==> config.mk <==
export PLATFORM = sky130hd
export DESIGN_NAME = line_trigger_gen
export DESIGN_NICKNAME = d
export VERILOG_FILES = /design/src/verilog/tdi_ctrl_pkg.sv /design/src/verilog/line_trigger_gen.sv
export SDC_FILE = /design/constraint.sdc
export NUM_CORES = 1
export LEC_CHECK = 0
export BUFFER_PORTS_ARGS = -buffer_cell sky130_fd_sc_hd__buf_2
export CORE_MARGIN = 5
export CORE_UTILIZATION = 45
export DETAILED_ROUTE_END_ITERATION = 16
export PLACE_DENSITY_LB_ADDON = 0.2
export SLEW_MARGIN = 15
export SYNTH_ARGS = -nofsm -noshare
export SYNTH_HDL_FRONTEND = slang
export SYNTH_SLANG_ARGS = --single-unit
==> constraint.sdc <==
create_clock -name clk -period 8.1 [get_ports clk]
set_input_delay 1.215 -clock clk [delete_from_list [all_inputs] [get_ports clk]]
set_output_delay 1.215 -clock clk [all_outputs]
set_load 0.005 [all_outputs]
==> src/verilog/tdi_ctrl_pkg.sv <==
package tdi_ctrl_pkg;

    // width of line, period and rate counts
    localparam int CNT_W = 32;

    typedef logic [CNT_W-1:0] line_cnt_t;

    // burst sequencer modes
    typedef enum logic [1:0] {
        BURST_IDLE,      // waiting for trigger or max-speed
        BURST_LINE,      // one burst per trigger
        BURST_MAX        // back to back bursts
    } burst_state_t;

endpackage

==> src/verilog/line_trigger_gen.sv <==
module line_trigger_gen import tdi_ctrl_pkg::*; #(
    parameter int TRIG_PERIOD = 200
) (
    input  logic      clk,
    input  logic      rst,
    input  logic      i_sim_start,
    input  logic      i_sim_start_auto,
    input  line_cnt_t i_valid_lines,
    input  line_cnt_t i_total_lines,
    output logic      o_trigger,
    output logic      o_track_last
);

    localparam line_cnt_t PERIOD_LAST = line_cnt_t'(TRIG_PERIOD - 1);

    logic      start_d;       // i_sim_start one cycle late
    logic      start_pos;
    logic      track_en;
    logic      period_wrap;
    line_cnt_t period_cnt;
    line_cnt_t trig_num;      // triggers issued this track
    line_cnt_t wrap_num;      // line slots elapsed this track

    assign start_pos   = i_sim_start && !start_d;
    assign period_wrap = track_en && (period_cnt == PERIOD_LAST);

    // only the first valid_lines slots carry a trigger
    assign o_trigger    = period_wrap && (trig_num < i_valid_lines);
    assign o_track_last = track_en && (wrap_num == i_total_lines);   // ends the track

    always_ff @(posedge clk or posedge rst)
    begin
        if (rst)
            start_d <= 1'b0;
        else
            start_d <= i_sim_start;
    end

    // auto start keeps re-arming the track
    always_ff @(posedge clk or posedge rst)
    begin
        if (rst)
            track_en <= 1'b0;
        else if (i_sim_start_auto || start_pos)
            track_en <= 1'b1;
        else if (o_track_last)
            track_en <= 1'b0;
    end

    always_ff @(posedge clk or posedge rst)
    begin
        if (rst)
            period_cnt <= '0;
        else if (!track_en || o_track_last || period_wrap)
            period_cnt <= '0;                    // restart line slot
        else
            period_cnt <= period_cnt + 1'b1;
    end

    always_ff @(posedge clk or posedge rst)
    begin
        if (rst)
        begin
            trig_num <= '0;
            wrap_num <= '0;
        end
        else if (o_track_last)
        begin
            trig_num <= '0;
            wrap_num <= '0;
        end
        else
        begin
            if (o_trigger)
                trig_num <= trig_num + 1'b1;
            if (period_wrap)
                wrap_num <= wrap_num + 1'b1;
        end
    end

    // a trigger needs a full period of enabled track behind it
    trig_in_track: assert property (@(posedge clk) disable iff (rst)
        o_trigger |-> $past(track_en, TRIG_PERIOD - 1));

endmodule

* After elaboration in Yosys (flattened, before gate mapping)
Index checks and enable logic that the tools add are counted.
** Word-level totals
- Register bits :: 98
- Latch bits :: 0
- Bits in writable memories :: 0
- Bits in read-only memories :: 0
- Output and inout port bits :: 2
- Memories :: 0
** Cells by class
- Add/sub/neg operators :: 3
- $mul :: 0
- Div/mod/pow operators :: 0
- Order comparisons :: 1
- Equality and inequality tests :: 2
- Shifts and indexed selects :: 0
- Mux-type cells :: 7
- Bitwise logic cells :: 0
- Reductions and logical operators :: 12
** Operators with widths (count)
- 2-to-1 mux 32 bit :: 5
- adder 32 x 1 -> 32 bit, second input constant :: 3
- == test 32 bit :: 1
- == test 32 x 8 -> 1 bit, second input constant :: 1
- less-than comparator 32 bit :: 1
- nonzero test 2 bit :: 3
- logical AND 1 bit :: 4
- logical OR 1 bit :: 3
- zero test 1 bit :: 2
- 2-to-1 mux 1 bit :: 2

* Longest topological paths before layout
- Word-level depth :: 5
- Depth in mapped cells :: 10
- Gate-level depth less buffers :: 8

* Least setup slack after synthesis
OpenSTA, ideal clock, no wires.
- Path type :: input to output
- Start point :: input i_valid_lines[15]
- End point :: output o_trigger
- Arrival :: 3016 ps
- Setup slack :: 3869 ps
- Stages on the path :: 9
- Path buffers :: 2
- Path through :: inv_1 -> ha_1 -> nand4_1 -> nor3_1 -> or4b_1 -> a31oi_2 -> buf_2 -> buf_4 -> nor2_1
** On the way
- Longest elaborated chain between the ends :: 2
** Ends and longest elaborated chain
- start, declared :: RTL line line_trigger_gen.sv:8 : input line_cnt_t i_valid_lines,
- less-than comparator 32 bit :: RTL line line_trigger_gen.sv:28 : assign o_trigger = period_wrap && (trig_num < i_valid_lines);
- logical AND 1 bit :: RTL line line_trigger_gen.sv:28
- end, declared :: RTL line line_trigger_gen.sv:10 : output logic o_trigger,
No other way between the ends.

* Worst setup path after layout
Same ends and word-level chain as after synthesis.

==> run metrics <==
Least-Margin Pin Slew=0.749 ns; Internal Power=0.839 mW; IO buf count=69; WL final=14.4 mm; Clk Latency, worst-skew pair=0.35 ns; cell taking the most area after synthesis=dfrtp_1; Die X=128 microns; maximum VDD drop=0.101 mV; Top FF cell, synth=dfrtp_1; clock root cell=clkbuf_16; top cell type's share of synthesized area=39.5%; period utilization=59.1%; top cells by area, synth=dfrtp_1 (39%), xnor2_1 (6.9%), ha_1 (6.8%); Seq/Total Area, Yosys=39.5%; RSZ-0062 raised after global routing=false; hold_ws=0.489 ns; initial core utilization=45.3%; Routed Antenna Nets=0; DRC violation total after the first TritonRoute iteration=435; Max-Cap Viols=0; fin nets=862; Leak=2.90 nW; grt ovf=0; area grow syn2layout=13.9%; Avg WL per Cell=15.2 microns; area of the mapped netlist=0.00621 sq mm; run status=finished clean; Synth async-reset ratio=100%; CORE AREA=0.0137 sq mm; number of remaining DRC errors=0; Diodes inserted=0; CP Launch Type=input port; vias per inst=5.56; Sw Ratio=24.4%; setup violators final=0; first-pass GRT wire length=23.9 mm; commonest non-fill, non-tap cell in the layout=dfrtp_1; Rows=43; fmax=0.209 GHz; vias in the first global route=4908; net count after synthesis=801; FF+latch count, synth=98; fin util=51.6%; setup TNS=0 ns; CTS sink cnt=98; pwr/cell area=157 mW/mm^2; count of different cell masters after synthesis=45; cell family with most CP delay=simple AND/OR/NAND/NOR gates; final hold viol count=0; Hold Path Class=reg2reg; CP max-delay cell=or4b_1; commonest non-fill, non-tap cells in the layout=dfrtp_1 (98), nor2_1 (79), buf_2 (69); Post-CTS Resized=0; syn avg cell area=8.89 sq um; max-slew violations=0; worst endpoint required time=6.88 ns; DPL Wire Length=10.3 mm; detailed-route via count=5252; clock network fraction of design power=41.7%; I/O Pins=70; pin count of the biggest net entering global routing=81; Total Routing Usage GR=17.8%; CTS clk-pin slew, worst paths=0.06 ns; NetSw=0.270 mW; Inserted Clock Buffers=9; Reg power frac=48.0%; drt pass-1 iters=5; Pwr Total=1.11 mW; largest stage delay on the critical path=0.53 ns; htree depth=3; placed cells=928; Max FO, Critical Path=62; synth warn=0; clock skew=0.00896 ns; Post-synth EDFFs=0; initial antenna violation count=0; cell mode on critical path=buf_2; final cell count without fillers=945; gp weighted congestion=0.799; critical path class=in2out; maximum clock path buffer count=2; fin crit period=4.78 ns; Relative slew margins=50.1%; Worst Setup End Kind=output port; TritonCTS clock tree=done; Comb pwr share=10.3%; Critical Path, Cell by Cell=buf_2 -> inv_1 -> ha_1 -> nand4_1 -> nor3_1 -> or4b_1 -> a31oi_4 -> buf_4 -> nor2_1 -> buf_2; # Post-CTS Setup Buffers=0; critical path arrival=3.57 ns; CP bufs+invs=4; hold-fix buffers at CTS=0; die height=128 microns; total die area=0.0163 sq mm; Gate Count Post-Synth=699; share of cells above drive strength 1=14.1%
-- through the flow --
| stage | setup slack [ns] | cell area [sq um] |
|---|---|---|
| 3_5_place_dp | 3.33 | 6740 |
| 5_1_grt | 3.11 | 7080 |
| 6_report | 3.32 | 7080 |
| 3_3_place_gp | 3.49 | 6740 |
| 2_1_floorplan | 3.87 | 6210 |
| 4_1_cts | 3.32 | 7060 |
-- cell families after synthesis --
| kind of cell | Yosys count | synth area share (%) |
|---|---|---|
| AND/OR/NAND/NOR | 312 | 27.3 |
| flip-flops | 98 | 39.5 |
| XOR/XNOR | 93 | 13.1 |
| AO/OA/AOI/OAI | 88 | 8.42 |
| buffers and inverters | 72 | 4.57 |
| adder cells (fa/ha/maj) | 34 | 6.85 |
| multiplexers | 2 | 0.322 |
-- cells in the mapped netlist, types with 2 or more instances --
library cell and number:
dfrtp_1 98, nor2_1 79, xnor2_1 49, inv_1 44, nand2_1 44, xor2_1 44, nand4_1 43, a21oi_1 40
nand3_1 40, ha_1 34, o21ai_0 21, clkbuf_1 17, or3_1 17, and3_1 16, nor4_1 16, nor3_1 14
o31ai_1 12, or4_1 12, and4_1 9, buf_2 8, o21a_1 4, and2_1 3, nor4_2 3, o31a_1 3
or2_2 3, a21o_1 2, a22oi_1 2, and4bb_2 2, mux2i_1 2, nand2b_1 2, nand4_2 2
-- worst paths after layout --
path	from	end	slack, ns	depth (start not counted)
max in group asynchronous	rst	track_en$_DFFE_PP0P_	6.30	3
worst max-delay path	i_valid_lines[15]	o_trigger	3.32	10
worst min-delay path	period_cnt[0]$_DFF_PP0_	period_cnt[0]$_DFF_PP0_	0.49	1
worst max register to register	period_cnt[24]$_DFF_PP0_	trig_num[19]$_DFFE_PP0P_	4.89	6
worst min register to register	period_cnt[0]$_DFF_PP0_	period_cnt[0]$_DFF_PP0_	0.49	1
min in group asynchronous	rst	trig_num[1]$_DFFE_PP0P_	0.80	2
-- power groups by stage --
stage,Sequential (mW),Clock [mW],Combinational [mW]
after floorplan,0.535,0,0.0801
after global placement,0.540,0,0.112
after detailed placement,0.541,0,0.115
after CTS,0.532,0.478,0.116
after global routing,0.535,0.493,0.132
final,0.532,0.463,0.114
-- layout make-up --
cell class / instances / area (sq um)
fillers: 1299 / 6640
multi-input cells: 529 / 3490
flip-flops and latches: 98 / 2450
repair buffers: 77 / 417
clock buffers: 11 / 243
well taps: 180 / 225
inverters: 45 / 171
clock inverters: 5 / 77.6
-- worst register-to-register path, cell delays in order (launching register included) --
cell and delay (ns):
dfrtp_1 0.43, nor4_1 0.37, nand4_2 0.31, nor3_4 0.59, nand3_2 0.58, or4_1 0.68, a21oi_1 0.16
-- registers in the layout, indices dropped and copies added, names as in the netlist --
name / cells
period_cnt: 32
trig_num: 32
wrap_num: 32
start_d: 1
track_en: 1
-- metal layers --
metal / wire length (microns) / global-route usage [%] / part of all wire, %
met1: 6890 / 25.8 / 48
met3: 676 / 4.18 / 4.7
met4: 152 / 4.04 / 1.1
met5: 0 / 0 / 0
met2: 6630 / 27.0 / 46
No activity file was read; power rests on OpenSTA's default activity.
