`src/verilog/tdi_pixel_pkg.sv`:
```
package tdi_pixel_pkg;

    // one pixel sample from the sensor
    localparam int PIXEL_W = 10;

    // each pixel rides in a 16 bit lane slot
    localparam int LANE_W  = 16;     // upper 6 bits stay zero
    localparam int LANES   = 32;     // pixels per beat

    // full beat as seen on the stream and DMA side
    localparam int BEAT_W  = LANES * LANE_W;

    typedef logic [PIXEL_W-1:0] pixel_t;   // ramp value, wraps at 1024

    // lane 0 sits in bits [15:0]
    typedef logic [BEAT_W-1:0]  beat_t;

    // lane slot helper for the ramp builder
    typedef logic [LANE_W-1:0]  lane_t;

endpackage

```
`src/verilog/tdi_ctrl_pkg.sv`:
```
package tdi_ctrl_pkg;

    // width of line, period and rate counts
    localparam int CNT_W = 32;

    typedef logic [CNT_W-1:0] line_cnt_t;

    // burst sequencer modes
    typedef enum logic [1:0] {
        BURST_IDLE,      // waiting for trigger or max-speed
        BURST_LINE,      // one burst per trigger
        BURST_MAX        // back to back bursts
    } burst_state_t;

endpackage

```
`src/verilog/tdi_stream_if.sv`:
```
interface tdi_stream_if import tdi_pixel_pkg::*; ();

    beat_t tdata;      // 32 lanes of pixels
    logic  tvalid;
    logic  tready;
    logic  tlast;      // final beat of a burst

    // beat producer
    modport src (
        output tdata,
        output tvalid,
        output tlast,
        input  tready
    );

    // beat consumer
    modport snk (
        input  tdata,
        input  tvalid,
        input  tlast,
        output tready
    );

    // passive observer, e.g. rate counting
    modport mon (
        input tdata,
        input tvalid,
        input tready,
        input tlast
    );

endinterface

```
`src/verilog/line_burst_ctrl.sv`:
```
module line_burst_ctrl import tdi_pixel_pkg::*, tdi_ctrl_pkg::*; #(
    parameter int CH0_LEN = 8,
    parameter int CH1_LEN = 6
) (
    input  logic      clk,
    input  logic      rst,
    input  logic      i_trigger,
    input  logic      i_max_speed,
    input  logic      i_db_write_enable,
    tdi_stream_if.src ch0,
    tdi_stream_if.src ch1
);

    localparam int              BC_W  = $clog2(CH0_LEN + 1);
    localparam logic [BC_W-1:0] LEN0  = BC_W'(CH0_LEN);
    localparam logic [BC_W-1:0] LEN1  = BC_W'(CH1_LEN);
    localparam logic [BC_W-1:0] LAST0 = BC_W'(CH0_LEN - 1);
    localparam logic [BC_W-1:0] LAST1 = BC_W'(CH1_LEN - 1);

    burst_state_t    state;
    burst_state_t    state_nxt;
    logic [BC_W-1:0] beat_cnt;     // shared by both channels
    logic            acc0;         // ch0 beat taken, waiting on ch1
    logic            acc1;         // ch1 beat taken, waiting on ch0
    logic            xfer0;
    logic            xfer1;
    logic            adv;
    logic            burst_end;
    logic            between;      // no burst in flight
    logic            active;
    pixel_t          base0;
    pixel_t          base1;

    // lane i = base + i, low 10 bits only
    function automatic beat_t ramp_beat(input pixel_t base);
        beat_t  b;
        pixel_t p;
        b = '0;
        for (int i = 0; i < LANES; i++)
        begin
            p = base + pixel_t'(i);                  // wraps at 1024
            b[i*LANE_W +: LANE_W] = lane_t'(p);
        end
        return b;
    endfunction

    ////////////////////////////////////////////////////////////////////////////
    // beat presentation
    ////////////////////////////////////////////////////////////////////////////

    assign between = (beat_cnt == '0) && !acc0 && !acc1;

    // max mode never opens a fresh burst once max-speed has dropped
    assign active = (state == BURST_LINE) ||
                    ((state == BURST_MAX) && i_db_write_enable && (i_max_speed || !between));

    assign ch0.tvalid = active && !acc0 && (beat_cnt < LEN0);
    assign ch1.tvalid = active && !acc1 && (beat_cnt < LEN1);   // own length, not ch0's
    assign ch0.tlast  = (beat_cnt == LAST0);
    assign ch1.tlast  = (beat_cnt == LAST1);
    assign ch0.tdata  = ramp_beat(base0);
    assign ch1.tdata  = ramp_beat(base1);

    assign xfer0 = ch0.tvalid && ch0.tready;
    assign xfer1 = ch1.tvalid && ch1.tready;

    // step once every channel with a beat at this index has taken it
    assign adv       = active && (acc0 || xfer0) && (acc1 || xfer1 || (beat_cnt >= LEN1));
    assign burst_end = adv && (beat_cnt == LAST0);

    ////////////////////////////////////////////////////////////////////////////
    // mode FSM
    ////////////////////////////////////////////////////////////////////////////

    always_comb
    begin
        state_nxt = state;
        case (state)
            BURST_IDLE:
                if (i_trigger)
                    state_nxt = BURST_LINE;
                else if (i_max_speed)
                    state_nxt = BURST_MAX;
            BURST_LINE:
                if (burst_end)
                    state_nxt = BURST_IDLE;
            BURST_MAX:
                if (!i_max_speed && between)     // finish any open burst first
                    state_nxt = BURST_IDLE;
            default:
                state_nxt = BURST_IDLE;
        endcase
    end

    always_ff @(posedge clk or posedge rst)
    begin
        if (rst)
        begin
            state    <= BURST_IDLE;
            beat_cnt <= '0;
            acc0     <= 1'b0;
            acc1     <= 1'b0;
        end
        else
        begin
            state <= state_nxt;
            if (adv)
                beat_cnt <= (beat_cnt == LAST0) ? '0 : beat_cnt + 1'b1;
            acc0 <= adv ? 1'b0 : (acc0 || xfer0);
            acc1 <= adv ? 1'b0 : (acc1 || xfer1);
        end
    end

    // ramp bases move on each channel's own handshake
    always_ff @(posedge clk or posedge rst)
    begin
        if (rst)
        begin
            base0 <= '0;
            base1 <= '0;
        end
        else
        begin
            if (xfer0)
                base0 <= ch0.tlast ? '0 : base0 + pixel_t'(LANES);
            if (xfer1)
                base1 <= ch1.tlast ? '0 : base1 + pixel_t'(LANES);
        end
    end

    // stalled beats keep their payload until taken
    hold_ch0: assert property (@(posedge clk) disable iff (rst)
        ch0.tvalid && !ch0.tready |=> $stable(ch0.tdata) && $stable(ch0.tlast));
    hold_ch1: assert property (@(posedge clk) disable iff (rst)
        ch1.tvalid && !ch1.tready |=> $stable(ch1.tdata) && $stable(ch1.tlast));

endmodule

```
`src/flat_wrapper.sv`:
```
// flat-port wrapper written by rule: the top's interface ports become plain ports
module line_burst_ctrl_flat import tdi_pixel_pkg::*, tdi_ctrl_pkg::*;
#(
    parameter int CH0_LEN = 8,
    parameter int CH1_LEN = 6
)
  (clk, rst, i_trigger, i_max_speed, i_db_write_enable, ch0_tdata, ch0_tvalid, ch0_tlast, ch0_tready, ch1_tdata, ch1_tvalid, ch1_tlast, ch1_tready);
  tdi_stream_if ch0_i ();
  tdi_stream_if ch1_i ();
  input  logic clk;
  input  logic rst;
  input  logic i_trigger;
  input  logic i_max_speed;
  input  logic i_db_write_enable;
  output wire logic [$bits(ch0_i.tdata)-1:0] ch0_tdata;
  output wire logic [$bits(ch0_i.tvalid)-1:0] ch0_tvalid;
  output wire logic [$bits(ch0_i.tlast)-1:0] ch0_tlast;
  input wire logic [$bits(ch0_i.tready)-1:0] ch0_tready;
  output wire logic [$bits(ch1_i.tdata)-1:0] ch1_tdata;
  output wire logic [$bits(ch1_i.tvalid)-1:0] ch1_tvalid;
  output wire logic [$bits(ch1_i.tlast)-1:0] ch1_tlast;
  input wire logic [$bits(ch1_i.tready)-1:0] ch1_tready;
  assign ch0_tdata = ch0_i.tdata;
  assign ch0_tvalid = ch0_i.tvalid;
  assign ch0_tlast = ch0_i.tlast;
  assign ch0_i.tready = ch0_tready;
  assign ch1_tdata = ch1_i.tdata;
  assign ch1_tvalid = ch1_i.tvalid;
  assign ch1_tlast = ch1_i.tlast;
  assign ch1_i.tready = ch1_tready;
  line_burst_ctrl #(.CH0_LEN(CH0_LEN), .CH1_LEN(CH1_LEN)) u_core (.clk(clk), .rst(rst), .i_trigger(i_trigger), .i_max_speed(i_max_speed), .i_db_write_enable(i_db_write_enable), .ch0(ch0_i), .ch1(ch1_i));
endmodule
```
`config.mk`:
```
export PLATFORM = sky130hd
export DESIGN_NAME = line_burst_ctrl_flat
export DESIGN_NICKNAME = d
export VERILOG_FILES = /design/src/verilog/tdi_pixel_pkg.sv /design/src/verilog/tdi_ctrl_pkg.sv /design/src/verilog/tdi_stream_if.sv /design/src/verilog/line_burst_ctrl.sv /design/src/flat_wrapper.sv
export SDC_FILE = /design/constraint.sdc
export NUM_CORES = 1
export LEC_CHECK = 0
export BUFFER_PORTS_ARGS = -buffer_cell sky130_fd_sc_hd__buf_2
export CAP_MARGIN = 25
export CORE_AREA = 3 3 398 400
export CTS_BUF_LIST = sky130_fd_sc_hd__clkbuf_2
export CTS_CLUSTER_DIAMETER = 120
export DETAILED_ROUTE_END_ITERATION = 7
export DIE_AREA = 0 0 401 403
export PLACE_DENSITY = 0.3
export SLEW_MARGIN = 5
export SYNTH_ARGS = -nofsm -noshare
export SYNTH_HDL_FRONTEND = slang
export SYNTH_SLANG_ARGS = --single-unit
```
`constraint.sdc`:
```
create_clock -name clk -period 3.2 [get_ports clk]
set_clock_uncertainty 0.2 [all_clocks]
set_input_delay 0.32 -clock clk [delete_from_list [all_inputs] [get_ports clk]]
set_output_delay 0.32 -clock clk [all_outputs]
set_load 0.05 [all_outputs]
```
Word-level counts from Yosys, hierarchy flattened:

Cells that the tools add are included.

* register bits after elaboration: 28
* bits of input ports: 7
* word-level logic and storage cells: 117

* $add $sub $neg: 65
* $lt $le $gt $ge: 3
* equal/unequal tests: 7
* multiplexer cells: 10
* reductions and logical operators: 26

Operators with widths (number)
* $add A10 B5 Y10 const B: 32
* $add A10 B4 Y10 const B: 16
* $add A10 B3 Y10 const B: 8
* $add A10 B2 Y10 const B: 4
* $add A10 B1 Y10 const B: 2
* $add A10 B6 Y10 const B: 2
* $mux W10: 2
* $logic_and A1 B1 Y1: 14
* $eq A4 B3 Y1 const B: 2
* $mux W2: 4
* $pmux W2 S3: 1
* $logic_or A1 B1 Y1: 5
* $add A4 B1 Y4 const B: 1
* $ge A4 B3 Y1 const B: 1
* $logic_not A1 Y1: 4
* $logic_not A4 Y1: 1
* $lt A4 B3 Y1 const B: 1
* $lt A4 B4 Y1 const B: 1
* $mux W4: 1
* $ne A3 B3 Y1 const B: 1
* $reduce_and A3 Y1: 1
* $eq A2 B1 Y1 const B: 1
* $eq A2 B2 Y1 const B: 1
* $logic_not A2 Y1: 1
* 3 further kinds: 4

Depth between registers and ports, before layout:

* depth in word-level cells: 16
* depth in mapped cells: 7
* depth with buffers taken out: 6

Worst setup path before layout:

No wires, ideal clock.

* kind: register -> output
* start point: register u_core.beat_cnt[1]
* end point: output ch0_tvalid
* arrival time: 2.383 ns
* data required time: 2.680 ns
* path slack: 0.297 ns
* stages on the path, launching flop included: 6
* path buffers: 0
* cell sequence: dfrtp_1 > inv_1 > ha_1 > or4b_4 > nor4_1 > nor4_1

* word-level cells in the longest chain between the ends: 9
* elaborated cells between the ends (all ways): 10

RTL lines
* start, declared: RTL line line_burst_ctrl.sv:22 `logic [BC_W-1:0] beat_cnt;`
* start signal, assigned: RTL line line_burst_ctrl.sv:108 `beat_cnt <= (beat_cnt == LAST0) ? '0 : beat_cnt + 1'b1;`
* $logic_not A4 Y1: RTL line line_burst_ctrl.sv:51 `assign between = (beat_cnt == '0) && !acc0 && !acc1;`
* $logic_and A1 B1 Y1 (2 in series): RTL line line_burst_ctrl.sv:51
* $logic_not A1 Y1: RTL line line_burst_ctrl.sv:55 `((state == BURST_MAX) && i_db_write_enable && (i_max_speed || !between));`
* $logic_or A1 B1 Y1: RTL line line_burst_ctrl.sv:55
* $logic_and A1 B1 Y1: RTL line line_burst_ctrl.sv:55
* $logic_or A1 B1 Y1: RTL line line_burst_ctrl.sv:54 `assign active = (state == BURST_LINE) ||`
* $logic_and A1 B1 Y1: RTL line line_burst_ctrl.sv:57 `assign ch0.tvalid = active && !acc0 && (beat_cnt < LEN0);`
* $logic_and A1 B1 Y1 *: RTL line line_burst_ctrl.sv:57
* end, declared: RTL line flat_wrapper.sv:16 `output wire logic [$bits(ch0_i.tvalid)-1:0] ch0_tvalid;`

Mark *: on every way between the ends. The rest lies on a longest branch, timed or not.

Final worst setup path:

Ends and elaborated chain as after synthesis.

==> impl_metrics.env <==
export IMPL_status="completed"
export IMPL_crit_type="reg2out"
export IMPL_via_per_inst=1.28
export IMPL_hold_depth=3
export IMPL_dr_pass1_iters=4
export IMPL_ios=1035
export IMPL_cap_viol_max_count=0
export IMPL_synth_seq_cells=18
export IMPL_synth_cells=1127
export IMPL_hold_viol=0
export IMPL_post_route_period_util=0.891
export IMPL_area_growth_pct=-7.13
export IMPL_crit_top_cell="nor4_1"
export IMPL_drcViolationCount=0
export IMPL_synth_edf_count=0
export IMPL_clk_latency_ns=0.33
export IMPL_die_h_um=403
export IMPL_async_flop_share=1.00
export IMPL_grt_pass1_wl_mm=19.1
export IMPL_slowest_delay_ns=0.50
export IMPL_drt_wl_total_mm=17.7
export IMPL_cts_buffers=3
export IMPL_wl_per_cell_um=5.51
export IMPL_fin_nets=1168
export IMPL_die_area_sq_um=162000
export IMPL_critPathLaunch="u_core.beat_cnt[1]"
export IMPL_grt_overflow=0
export IMPL_path_cells="inv_1, ha_1, or4b_4, nor4_1, nor4_1, buf_2"
export IMPL_dp_hpwl_mm=15.4
export IMPL_synth_top_cells_by_area="buf_4, dfrtp_1, ha_1"
export IMPL_syn_cell_area_sq_um=8670
export IMPL_ctsHoldBuffers=1
export IMPL_worst_pin_slew_ns=0.906
export IMPL_die_w_um=401
export IMPL_rr_worst_depth=7
export IMPL_slew_headroom=0.396
export IMPL_yosys_area_top_type="buf_4"
export IMPL_synthDominantCellAreaShare=0.868
export IMPL_crit_path_top_delay_cell="dfrtp_1"
export IMPL_crit_arrival_ns=2.33
export IMPL_synth_cell_types=38
export IMPL_setup_viol=0
export IMPL_vias=4102
export IMPL_final_layout_size_suffix_gt1_frac=0.305
export IMPL_cts_tree="done"
export IMPL_fin_tns_setup_ns=0
export IMPL_fin_crit_ns=2.85
export IMPL_critPathCapture="ch0_tvalid"
export IMPL_core_area_sq_um=156000
export IMPL_hp_class="in2reg"
export IMPL_yosysWarnings=0
export IMPL_cts_resized=0
export IMPL_cp_required_ns=2.68
export IMPL_track_usage=0.0165
export IMPL_cts_root_buf="clkbuf_2"
export IMPL_max_freq_ghz=0.351
export IMPL_clk_pin_slew_worst_paths_ns=0.23
export IMPL_rr_startpoint="u_core.beat_cnt[1]"
export IMPL_initial_core_util=0.0557
export IMPL_clock_path_buffers=2
export IMPL_rows=145
export IMPL_post_cts_buffers=0
export IMPL_gp_congestion=0.594
export IMPL_synth_ff_type="dfrtp_1"
export IMPL_syn_avg_cell_area_sq_um=7.70
export IMPL_h_tree_depth=1
export IMPL_critPathMaxFanout=7
export IMPL_grt_pass1_vias=2366
export IMPL_synth_most_common_cell="buf_4"
export IMPL_synth_common_cells="buf_4, dfrtp_1, clkbuf_1"
export IMPL_setup_worst_path_start_class="flip-flop"
export IMPL_fill_cells=18578
export IMPL_place_ws_ns=0.746
export IMPL_setup_ws_ns=0.349
export IMPL_critical_path_endpoint_type="output port"
export IMPL_yosysSeqAreaShare=0.0519
export IMPL_io_buffers=330
export IMPL_finalMaxSlewViolations=0
export IMPL_reg2reg_slack_ns=0.79
export IMPL_antenna_found_initial=9
export IMPL_ant_nets=0
export IMPL_r2r_end="u_core.beat_cnt[0]"
export IMPL_drt_iter0_drc=57
export IMPL_rsz0062_at_grt="no"
export IMPL_grt_max_degree=39
export IMPL_cts_sinks=18
placed cells by master (no fill, tap or decap), types with 2 or more instances in the layout:
master	count
o31ai_1	7
o21ai_0	7
or3_1	2
a21oi_1	4
dfrtp_2	2
inv_1	6
ha_1	5
o211ai_1	2
nand4_1	2
clkbuf_2	3
conb_1	704
a31oi_1	2
nor2b_1	5
mux2_1	3
o22ai_1	2
diode_2	3
nand3_1	3
nand2_1	3
nand2b_1	4
nor2_1	7
and3b_1	3
a211oi_1	3
dfrtp_1	16
a21oi_2	2
buf_2	330
nor4_1	2
buf_4	11
per-layer routing:
metal  GRT usage  vias to the layer above  share of wire
li1            -                     1803              -
met1      0.0163                     1856           0.30
met2      0.0343                      431           0.58
met3     0.00198                       12           0.11
met4     0.00638                        0          0.015
met5           0                        -              0
how the worst min path moves through the flow:
stage	startpoint	end	slack, ns
floorplan	rst	u_core.acc0	0.06
global placement	u_core.state[1]	u_core.state[0]	0.30
detailed placement	u_core.state[1]	u_core.state[0]	0.29
CTS	i_max_speed	u_core.state[1]	0.06
global route	i_trigger	u_core.state[1]	0.06
finish	i_max_speed	u_core.state[1]	0.08
through the flow:
step | util | cell area [sq um] | hold WS (ns) | cells
floorplan | - | 11300 | 0.0586 | 1829
global placement | 0.0515 | 8020 | 0.302 | 3208
detailed placement | 0.0515 | 8020 | 0.294 | 3208
CTS | 0.0517 | 8050 | 0.0588 | 3213
global route | 0.0517 | 8050 | 0.0590 | 3214
finish | 0.0518 | 8060 | 0.0786 | 3216
layout make-up:
cell class,instances,area (sq um),area share
multi-input cells,785,3240,0.402
well taps,2058,2570,0.320
repair buffers,342,1740,0.216
flip-flops and latches,18,453,0.0562
inverters,6,22.5,0.00280
clock buffers,3,15.0,0.00186
diodes,3,7.51,0.000932
clock inverters,1,3.75,0.000466
worst max-delay path, delay by kind of cell (launching register included):
kind          cells  cell delay (ns)
simple gates      3             1.00
flops             1             0.50
buf+inv           2             0.37
fa+ha+maj         1             0.13
flip-flops by register name, indices dropped and copies added, names as in the netlist:
| name | flops |
|---|---|
| u_core.acc0 | 1 |
| u_core.beat_cnt | 4 |
| u_core.base0 | 5 |
| u_core.acc1 | 1 |
| u_core.state | 2 |
| u_core.base1 | 5 |
cells by family after synthesis:
| family | count (synthesis) | share of synthesized area |
|---|---|---|
| compound gates | 37 | 0.0316 |
| xor+xnor | 1 | 0.00101 |
| fa+ha+maj | 5 | 0.00721 |
| buf+inv | 1026 | 0.879 |
| flops | 18 | 0.0519 |
| mux | 5 | 0.00635 |
| other cells | 2 | 0.000866 |
| simple gates | 33 | 0.0222 |
Power is not shown: default switching activity piles up to over one toggle a cycle in this logic, so the estimate is an artifact.
