**config.mk**
```make
export PLATFORM = sky130hd
export DESIGN_NAME = rate_monitor_flat
export DESIGN_NICKNAME = d
export VERILOG_FILES = /design/src/verilog/tdi_pixel_pkg.sv /design/src/verilog/tdi_ctrl_pkg.sv /design/src/verilog/tdi_stream_if.sv /design/src/verilog/rate_monitor.sv /design/src/flat_wrapper.sv
export SDC_FILE = /design/constraint.sdc
export NUM_CORES = 1
export LEC_CHECK = 0
export ABC_AREA = 1
export BUFFER_PORTS_ARGS = -buffer_cell sky130_fd_sc_hd__buf_4
export CAP_MARGIN = 20
export CORE_AREA = 10 10 204 206
export CTS_BUF_LIST = sky130_fd_sc_hd__clkbuf_8 sky130_fd_sc_hd__clkbuf_16
export DETAILED_ROUTE_END_ITERATION = 8
export DIE_AREA = 0 0 214 216
export HOLD_SLACK_MARGIN = 0.03
export PLACE_DENSITY_LB_ADDON = 0.1
export SKIP_CTS_REPAIR_TIMING = 1
export SLEW_MARGIN = 20
export SYNTH_ARGS = -nofsm -noshare
export SYNTH_HDL_FRONTEND = slang
export SYNTH_SLANG_ARGS = --single-unit
export TNS_END_PERCENT = 30
```
**constraint.sdc**
```tcl
create_clock -name clk -period 2.29 [get_ports clk]
set_input_delay 0 -clock clk [delete_from_list [all_inputs] [get_ports clk]]
set_output_delay 0 -clock clk [all_outputs]
set_load 0.005 [all_outputs]
```
**src/verilog/tdi_pixel_pkg.sv**
```systemverilog
package tdi_pixel_pkg;

    // one pixel sample from the sensor
    localparam int PIXEL_W = 10;

    // each pixel rides in a 16 bit lane slot
    localparam int LANE_W  = 16;     // upper 6 bits stay zero
    localparam int LANES   = 32;     // pixels per beat

    // full beat as seen on the stream and DMA side
    localparam int BEAT_W  = LANES * LANE_W;

    typedef logic [PIXEL_W-1:0] pixel_t;   // ramp value, wraps at 1024

    // lane 0 sits in bits [15:0]
    typedef logic [BEAT_W-1:0]  beat_t;

    // lane slot helper for the ramp builder
    typedef logic [LANE_W-1:0]  lane_t;

endpackage

```
**src/verilog/tdi_ctrl_pkg.sv**
```systemverilog
package tdi_ctrl_pkg;

    // width of line, period and rate counts
    localparam int CNT_W = 32;

    typedef logic [CNT_W-1:0] line_cnt_t;

    // burst sequencer modes
    typedef enum logic [1:0] {
        BURST_IDLE,      // waiting for trigger or max-speed
        BURST_LINE,      // one burst per trigger
        BURST_MAX        // back to back bursts
    } burst_state_t;

endpackage

```
**src/verilog/tdi_stream_if.sv**
```systemverilog
interface tdi_stream_if import tdi_pixel_pkg::*; ();

    beat_t tdata;      // 32 lanes of pixels
    logic  tvalid;
    logic  tready;
    logic  tlast;      // final beat of a burst

    // beat producer
    modport src (
        output tdata,
        output tvalid,
        output tlast,
        input  tready
    );

    // beat consumer
    modport snk (
        input  tdata,
        input  tvalid,
        input  tlast,
        output tready
    );

    // passive observer, e.g. rate counting
    modport mon (
        input tdata,
        input tvalid,
        input tready,
        input tlast
    );

endinterface

```
**src/verilog/rate_monitor.sv**
```systemverilog
module rate_monitor import tdi_ctrl_pkg::*; #(
    parameter int CLKS_PER_WIN = 200_000_000
) (
    input  logic      clk,
    input  logic      rst,
    input  logic      i_max_speed,
    tdi_stream_if.mon m,
    output line_cnt_t o_bursts_per_win
);

    localparam line_cnt_t WIN_LAST = line_cnt_t'(CLKS_PER_WIN - 1);

    logic      max_d;
    logic      max_rise;      // window realigns here
    logic      win_end;
    logic      burst_done;    // ch0 last beat taken in max mode
    line_cnt_t win_cnt;
    line_cnt_t burst_cnt;

    assign max_rise   = i_max_speed && !max_d;
    assign win_end    = (win_cnt == WIN_LAST);
    assign burst_done = i_max_speed && m.tvalid && m.tready && m.tlast;

    // window keeps running after max-speed ends so the rate falls to 0
    always_ff @(posedge clk or posedge rst)
    begin
        if (rst)
        begin
            max_d            <= 1'b0;
            win_cnt          <= '0;
            burst_cnt        <= '0;
            o_bursts_per_win <= '0;
        end
        else
        begin
            max_d <= i_max_speed;
            if (max_rise || win_end)
                win_cnt <= '0;
            else
                win_cnt <= win_cnt + 1'b1;
            if (max_rise || win_end)
                burst_cnt <= line_cnt_t'(burst_done);
            else if (burst_done)
                burst_cnt <= burst_cnt + 1'b1;
            if (win_end)
                o_bursts_per_win <= burst_cnt + line_cnt_t'(burst_done);   // include edge beat
        end
    end

endmodule

```
**src/flat_wrapper.sv**
```systemverilog
// flat-port wrapper written by rule: the top's interface ports become plain ports
module rate_monitor_flat import tdi_ctrl_pkg::*;
#(
    parameter int CLKS_PER_WIN = 200_000_000
)
  (clk, rst, i_max_speed, o_bursts_per_win, m_tdata, m_tvalid, m_tready, m_tlast);
  tdi_stream_if m_i ();
  input  logic clk;
  input  logic rst;
  input  logic i_max_speed;
  output line_cnt_t o_bursts_per_win;
  input wire logic [$bits(m_i.tdata)-1:0] m_tdata;
  input wire logic [$bits(m_i.tvalid)-1:0] m_tvalid;
  input wire logic [$bits(m_i.tready)-1:0] m_tready;
  input wire logic [$bits(m_i.tlast)-1:0] m_tlast;
  assign m_i.tdata = m_tdata;
  assign m_i.tvalid = m_tvalid;
  assign m_i.tready = m_tready;
  assign m_i.tlast = m_tlast;
  rate_monitor #(.CLKS_PER_WIN(CLKS_PER_WIN)) u_core (.clk(clk), .rst(rst), .i_max_speed(i_max_speed), .m(m_i), .o_bursts_per_win(o_bursts_per_win));
endmodule
```
* After elaboration in Yosys (flattened, before gate mapping) *
Cells that the tools add are included.

storage, ports and cells
  register bits = 97
  output and inout bits = 32
  word-level logic and storage cells = 18

cells by class
  add/subtract/negate cells = 3
  equal/unequal tests = 1
  multiplexer cells = 3
  reduce and logical (&&, ||, !) cells = 7

operator list
  cell                   count
  $mux 32                3
  $add 32x1->32 const B  2
  $add 32x1->32          1
  $eq 32x28->1 const B   1
  $logic_and 1x1->1      4
  $reduce_bool 2->1      1
  $logic_not 1->1        1
  $logic_or 1x1->1       1

* Longest topological paths before layout *
Gate-level depths: netlist (run 1).

  depth after elaboration = 5
  depth in mapped cells = 13
  mapped depth without buffers = 12

* Worst setup path after synthesis (run 1) *
OpenSTA, ideal clock, no wires.

  path type = register to register
  from = reg u_core.burst_cnt[0]
  to = reg u_core.o_bursts_per_win[18]
  setup time = 118 ps
  arrival = 1530 ps
  required time = 2172 ps
  setup slack = 643 ps
  stages on the path, launching flop included = 10
  buffers on the path = 0
  path through = dfrtp_1 -> ha_1 -> ha_1 -> inv_1 -> nor2_2 -> nand2_2 -> nor2_1 -> nand3_1 -> nand3_1 -> nand2_1

between the ends
  longest elaborated chain between the ends = 1

ends and longest elaborated chain
  element                 line                RTL
  from (decl)             rate_monitor.sv:18  line_cnt_t burst_cnt;
  from (signal assigned)  rate_monitor.sv:42  burst_cnt <= line_cnt_t'(burst_done);
  from (signal assigned)  rate_monitor.sv:44  burst_cnt <= burst_cnt + 1'b1;
  $add 32x1->32           rate_monitor.sv:46  o_bursts_per_win <= burst_cnt + line_cnt_t'(burst_done);
  to (signal assigned)    rate_monitor.sv:46
  to (decl)               rate_monitor.sv:8   output line_cnt_t o_bursts_per_win

Every way passes these cells.
A chain may end at the register's enable or synchronous reset.

* Worst setup path in the final report (run 1) *
  from = reg u_core.win_cnt[0]
  to = reg u_core.win_cnt[10]

between the ends
  longest elaborated chain between the ends = 3

ends and longest elaborated chain
  element                                                                line                RTL
  from (decl)                                                            rate_monitor.sv:17  line_cnt_t win_cnt;
  from (signal assigned)                                                 rate_monitor.sv:40  win_cnt <= win_cnt + 1'b1;
  parallel branches: the longest is 2 deep, another holds $add 32x1->32  --
  $mux 32 *                                                              rate_monitor.sv:37  if (max_rise || win_end)

Mark *: on every way between the ends.

==> impl_metrics.env, run 1 <==
export IMPL_synth_simple_area_share=0.412
export IMPL_grt_max_degree=50
export IMPL_ys_seq_area_frac=0.413
export IMPL_synth_seq_cells=97
export IMPL_hold_class="in -> reg"
export IMPL_io_buffer_count=37
export IMPL_timing_fmax_ghz=0.532
export IMPL_tritoncts_num_buffers=9
export IMPL_fp_dieW_um=214
export IMPL_drt_wl_total_um=20200
export IMPL_ys_async_sr_fraction=1.00
export IMPL_required_ns=2.55
export IMPL_power_per_cell_area_nw_per_um2=525
export IMPL_synth_compound_area_frac=0.0239
export IMPL_p_sw_frac=0.243
export IMPL_power_frac_comb=0.047
export IMPL_period_needed_ns=1.88
export IMPL_synth_commonest_cells="267 x nand2_1, 164 x nor2_1, 97 x dfrtp_1"
export IMPL_relSlewSlack=0.529
export IMPL_cp_max_fo=20
export IMPL_wl_per_cell_um=14.4
export IMPL_gp_congestion=0.783
export IMPL_power_switching_w=0.000925
export IMPL_yosysMostFrequentCell="nand2_1"
export IMPL_nets=1409
export IMPL_gr_total_overflow=0
export IMPL_clk_latency_ns=0.37
export IMPL_grt_pass1_vias=5129
export IMPL_grt_pass1_wl_um=31800
export IMPL_synth_edf_count=0
export IMPL_max_slew_worst_pin_slew_ns=0.704
export IMPL_drt_iter0_drc=229
export IMPL_via_count=5053
export IMPL_critPathLaunchType="flop"
export IMPL_synth_cell_type_count=28
export IMPL_slew_violations=0
export IMPL_rsz0062_at_grt="false"
export IMPL_fin_skew_ns=0.00830
export IMPL_syn_cell_area_um2=5870
export IMPL_status="completed"
export IMPL_period_share=0.821
export IMPL_ioPinCount=550
export IMPL_synth_xor_area_share=0.0627
export IMPL_synthMuxAreaShare=0
export IMPL_post_route_drc_count=0
export IMPL_holdWs_ns=0.0342
export IMPL_cp_data_arrival_time_ns=2.14
export IMPL_start_util=0.157
export IMPL_p_int_w=0.00288
export IMPL_maxCapViolCount=0
export IMPL_yosysTopAreaCell="dfrtp_1"
export IMPL_synth_top_area_frac=0.413
export IMPL_synth_top_family_by_area="simple AND/OR/NAND/NOR gates"
export IMPL_cts_max_level=3
export IMPL_die_area_um2=46200
export IMPL_place_detailed_hpwl_um=15900
export IMPL_cts_root_buf="clkbuf_16"
export IMPL_cts_sinks=97
export IMPL_hold_violations=0
export IMPL_core_area_um2=37400
export IMPL_synthTopCellsByArea="dfrtp_1 41%, nand2_1 17%, nor2_1 10%, inv_1 5.8%, nand3_1 4.8%"
export IMPL_synth_fa_ha_area_frac=0.0107
export IMPL_synth_main_ff_cell="dfrtp_1"
export IMPL_dpl_instance_area_um2=6870
export IMPL_yosys_warnings=0
export IMPL_p_clk_frac=0.486
export IMPL_antenna_left=0
export IMPL_setup_viol=0
export IMPL_rows=71
export IMPL_syn_area_per_cell_um2=7.05
export IMPL_synthToLayoutAreaGrowth_pct=23.2
export IMPL_clockBufferDepth=2
export IMPL_n_antenna_cell=0
export IMPL_clk_transition_reported_paths_ns=0.07
export IMPL_seqPwrFrac=0.467
export IMPL_die_y_um=216
export IMPL_synth_cells=833
export IMPL_track_usage=0.0898
export IMPL_endpoint_kind="flop"
export IMPL_r2r_slack_ns=0.41
export IMPL_syn_nets=1356
export IMPL_worst_ir_drop_vdd_uv=285
export IMPL_tns_ns=0
export IMPL_cts_tree="yes"
export IMPL_detail_route_first_pass_iterations=5
export IMPL_drive_above_1_share=0.131
export IMPL_crit_type="reg -> reg"
export IMPL_vias_per_cell=3.60
export IMPL_fin_area_um2=7230
export IMPL_p_leak_nw=3.08
export IMPL_antenna_found_initial=0
## cell usage in the layout, fill, tap and decap left out
| cell | instances |
|---|---|
| nand2_4 | 3 |
| nand3_2 | 1 |
| inv_2 | 2 |
| clkinv_2 | 1 |
| buf_12 | 5 |
| clkinvlp_4 | 2 |
| o21ai_0 | 12 |
| inv_6 | 1 |
| nand2_2 | 16 |
| nand4_1 | 8 |
| nand2_1 | 267 |
| nor2_8 | 1 |
| inv_1 | 91 |
| xor2_1 | 30 |
| nand3_4 | 2 |
| dfrtp_1 | 97 |
| buf_4 | 47 |
| clkinv_4 | 1 |
| a21oi_1 | 9 |
| clkbuf_16 | 9 |
| ha_1 | 5 |
| dlygate4sd3_1 | 2 |
| nor3_1 | 11 |
| bufinv_16 | 3 |
| nor3b_1 | 1 |
| nor2_2 | 14 |
| nor2_4 | 9 |
| o21bai_1 | 2 |
| o21ai_1 | 4 |
| xnor2_1 | 12 |
| nand3b_1 | 3 |
| nor2_1 | 164 |
| nand3_1 | 56 |
## flip-flops by register name, summed over array words and instances (netlist names)
name,cells
u_core.burst_cnt,32
u_core.o_bursts_per_win,32
u_core.win_cnt,32
u_core.max_d,1
## power by group through the flow
stage | registers, W | clock network (W) | logic, W
6_report | 0.00177 | 0.00185 | 0.000180
2_1_floorplan | 0.00180 | 0 | 0.000112
4_1_cts | 0.00177 | 0.00194 | 0.000189
3_3_place_gp | 0.00181 | 0 | 0.000187
5_1_grt | 0.00178 | 0.00200 | 0.000209
3_5_place_dp | 0.00181 | 0 | 0.000188
## worst paths after layout
kind                                                    startpoint                                 endpoint  cells past startpoint
max                                    u_core.win_cnt[0]$_DFF_PP0_             u_core.win_cnt[10]$_DFF_PP0_                      9
min                                                       m_tready          u_core.burst_cnt[0]$_DFFE_PP0P_                      5
max reg2reg                            u_core.win_cnt[0]$_DFF_PP0_             u_core.win_cnt[10]$_DFF_PP0_                      9
min reg2reg                u_core.o_bursts_per_win[12]$_DFFE_PP0N_  u_core.o_bursts_per_win[12]$_DFFE_PP0N_                      2
max in group asynchronous                                      rst  u_core.o_bursts_per_win[16]$_DFFE_PP0N_                      4
min in group asynchronous                                      rst              u_core.win_cnt[2]$_DFF_PP0_                      3
## layer usage
metal	global-route usage	vias to the layer above	share of wire
li1	-	2656	-
met1	0.122	2339	0.50
met2	0.139	49	0.45
met3	0.0211	9	0.040
met4	0.0243	0	0.0082
met5	0	-	0
## through the flow
step | util | worst slack, ns | instances | total power [W]
3_5_place_dp | 0.184 | 0.208 | 1384 | 0.00200
6_report | 0.193 | 0.410 | 1402 | 0.00380
3_3_place_gp | 0.184 | 0.202 | 1384 | 0.00199
5_1_grt | 0.193 | 0.215 | 1402 | 0.00399
2_1_floorplan | - | 0.643 | 833 | 0.00192
4_1_cts | 0.193 | 0.342 | 1400 | 0.00391
## final cells by class
cell class	count	area, µm²
Clock buffer	9	225
Clock inverter	7	119
Fill cell	4225	30200
Inverter	94	358
Multi-Input combinational cell	630	2990
Sequential cell	97	2430
Tap cell	511	639
Timing Repair Buffer	54	473
## kinds of logic (layout without fill, tap and decap cells)
| logic type | Yosys count | count (layout) |
|---|---|---|
| AOI/OAI and AO/OA | 27 | 27 |
| xor gates and xnor gates | 42 | 42 |
| adders and majority gates | 5 | 5 |
| buffers and inverters | 106 | 164 |
| DFF | 97 | 97 |
| and+or+nand+nor | 556 | 556 |
## worst max-delay path: stages, from the launching register on
cell	delay (ns)
dfrtp_1	0.40
ha_1	0.24
nand3_4	0.15
clkinv_2	0.13
nand2_4	0.09
nor2_4	0.13
nand2_4	0.08
nand2_4	0.27
buf_4	0.22
nor3_1	0.05
(Power assumes the default switching activity.)
==> run 2, diff against run 1 <==
==> constraint.sdc (replaced) <==
create_clock -name clk -period 1.6 [get_ports clk]
set_input_delay 0 -clock clk [delete_from_list [all_inputs] [get_ports clk]]
set_output_delay 0 -clock clk [all_outputs]
set_load 0.005 [all_outputs]
==> impl_metrics.env, run 2 (synthesis results as in run 1) <==
export IMPL_cts_max_level=3
export IMPL_power_switching_w=0.00135
export IMPL_p_clk_frac=0.453
export IMPL_fp_dieW_um=214
export IMPL_via_count=5434
export IMPL_crit_type="reg -> reg"
export IMPL_holdPathStages=6
export IMPL_use_met2=0.151
export IMPL_power_frac_comb=0.069
export IMPL_cts_sinks=97
export IMPL_relSlewSlack=0.544
export IMPL_slowest_stage="dfrtp_1"
export IMPL_cp_data_arrival_time_ns=1.87
export IMPL_fin_skew_ns=0.0171
export IMPL_die_area_um2=46200
export IMPL_track_usage=0.0949
export IMPL_slowest_delay_ns=0.40
export IMPL_critPathLaunchType="flop"
export IMPL_status="finished, violations left"
export IMPL_period_needed_ns=1.62
export IMPL_drive_above_1_share=0.303
export IMPL_period_share=1.01
export IMPL_dpl_instance_area_um2=7630
export IMPL_die_y_um=216
export IMPL_multi_input_comb_area_um2=3320
export IMPL_grt_pass1_vias=5541
export IMPL_violations="setup timing"
export IMPL_hp_start="i_max_speed"
export IMPL_fin_ws_ns=-0.0217
export IMPL_nets=1521
export IMPL_power_per_cell_area_nw_per_um2=627
export IMPL_p_sw_frac=0.255
export IMPL_grt_pass1_wl_um=33800
export IMPL_ioPinCount=550
export IMPL_p_int_w=0.00396
export IMPL_drt_wl_total_um=22100
export IMPL_setup_viol=10
export IMPL_gp_congestion=0.755
export IMPL_grt_met1_usage=0.131
export IMPL_whs_endpoint="u_core.burst_cnt[0]$_DFFE_PP0P_"
export IMPL_regArea_um2=2440
export IMPL_p_leak_nw=3.71
export IMPL_r2r_end="u_core.win_cnt[19]$_DFF_PP0_"
export IMPL_grt_max_degree=98
export IMPL_post_route_drc_count=0
export IMPL_holdWs_ns=0.240
export IMPL_clk_transition_reported_paths_ns=0.07
export IMPL_endpoint_kind="flop"
export IMPL_path_common_cell="nand2_8"
export IMPL_antenna_found_initial=0
export IMPL_clk_latency_ns=0.36
export IMPL_slew_violations=0
export IMPL_timing_rr_start="u_core.win_cnt[0]$_DFF_PP0_"
export IMPL_final_cell_mix="249 x nand2_1, 148 x buf_4, 132 x nor2_1, 89 x dfrtp_1, 88 x inv_1"
export IMPL_gr_total_overflow=0
export IMPL_r2r_slack_ns=-0.02
export IMPL_maxCapViolCount=0
export IMPL_hold_violations=0
export IMPL_cts_root_buf="clkbuf_16"
export IMPL_cp_cell_sequence="ha_4 > nand3_4 > inv_4 > nand2_4 > nor2_4 > nand2_8 > nand2_8 > clkbuf_16 > nor2_1"
export IMPL_cts_tree="yes"
export IMPL_top_usage_layer="met2"
export IMPL_hold_class="in -> reg"
export IMPL_wl_per_cell_um=14.6
export IMPL_io_buffer_count=37
export IMPL_rsz0062_at_grt="true"
export IMPL_detail_route_first_pass_iterations=4
export IMPL_rows=71
export IMPL_vias_per_cell=3.59
export IMPL_seqPwrFrac=0.478
export IMPL_antenna_left=0
export IMPL_place_detailed_hpwl_um=16900
export IMPL_required_ns=1.85
export IMPL_reg_largest_list="u_core.burst_cnt (32), u_core.o_bursts_per_win (32), u_core.win_cnt (32)"
export IMPL_use_met3=0.0151
export IMPL_cp_max_fo=9
export IMPL_drt_iter0_drc=281
export IMPL_fill_cells=4222
export IMPL_max_slew_worst_pin_slew_ns=0.684
export IMPL_fin_area_um2=8470
export IMPL_worst_ir_drop_vdd_uv=423
export IMPL_start_util=0.157
export IMPL_core_area_um2=37400
export IMPL_synthToLayoutAreaGrowth_pct=44.3
export IMPL_final_common_cell="nand2_1"
export IMPL_reg2reg_depth=9
export IMPL_clockBufferDepth=2
export IMPL_timing_fmax_ghz=0.617
export IMPL_tritoncts_num_buffers=9
export IMPL_n_antenna_cell=0
[run 2: critical path: cells and delay by family (launching register included)]
family / cells / cell delay (ns)
and+or+nand+nor: 6 / 0.66
DFF: 1 / 0.40
buffers and inverters: 2 / 0.28
adders and majority gates: 1 / 0.17
[run 2: layer usage]
| metal | up-vias | wire (µm) |
|---|---|---|
| li1 | 2881 | - |
| met2 | 42 | 10100 |
| met5 | - | 0 |
| met4 | 0 | 225 |
| met3 | 9 | 487 |
| met1 | 2502 | 11300 |
[run 2: cell type report]
type / instances / share of cell area
inverters: 94 / 0.0430
clock inverters: 5 / 0.00650
well taps: 511 / 0.0755
flip-flops and latches: 97 / 0.288
clock buffers: 11 / 0.0298
multi-input cells: 630 / 0.392
repair buffers: 166 / 0.166
[run 2: worst max path at each step]
stage                                                          to                       startpoint  slack, ns
after detailed placement  u_core.o_bursts_per_win[10]$_DFFE_PP0N_                         m_tvalid      -0.21
after floorplan           u_core.o_bursts_per_win[18]$_DFFE_PP0N_  u_core.burst_cnt[0]$_DFFE_PP0P_      -0.05
after global placement    u_core.o_bursts_per_win[10]$_DFFE_PP0N_                         m_tvalid      -0.17
after global routing      u_core.o_bursts_per_win[20]$_DFFE_PP0N_  u_core.burst_cnt[0]$_DFFE_PP0P_      -0.11
final                                u_core.win_cnt[19]$_DFF_PP0_      u_core.win_cnt[0]$_DFF_PP0_      -0.02
after CTS                 u_core.o_bursts_per_win[10]$_DFFE_PP0N_  u_core.burst_cnt[0]$_DFFE_PP0P_      -0.19
[run 2: power by group through the flow]
| stage | combinational [W] | sequential (W) | clock [W] |
|---|---|---|---|
| 6_report | 0.000366 | 0.00254 | 0.00241 |
| 3_3_place_gp | 0.000318 | 0.00258 | 0 |
| 4_1_cts | 0.000315 | 0.00253 | 0.00252 |
| 5_1_grt | 0.000423 | 0.00255 | 0.00258 |
| 3_5_place_dp | 0.000315 | 0.00258 | 0 |
| 2_1_floorplan | 0.000161 | 0.00258 | 0 |
[run 2: through the flow]
stage / setup slack [ns] / power, W / util / std cells / setup TNS, ns
finish: -0.0217 / 0.00531 / 0.227 / 1514 / -0.0822
global placement: -0.165 / 0.00290 / 0.204 / 1485 / -2.64
global route: -0.110 / 0.00555 / 0.227 / 1514 / -6.81
CTS: -0.191 / 0.00537 / 0.212 / 1501 / -4.05
floorplan: -0.0474 / 0.00274 / - / 833 / -0.139
detailed placement: -0.213 / 0.00290 / 0.204 / 1485 / -3.98
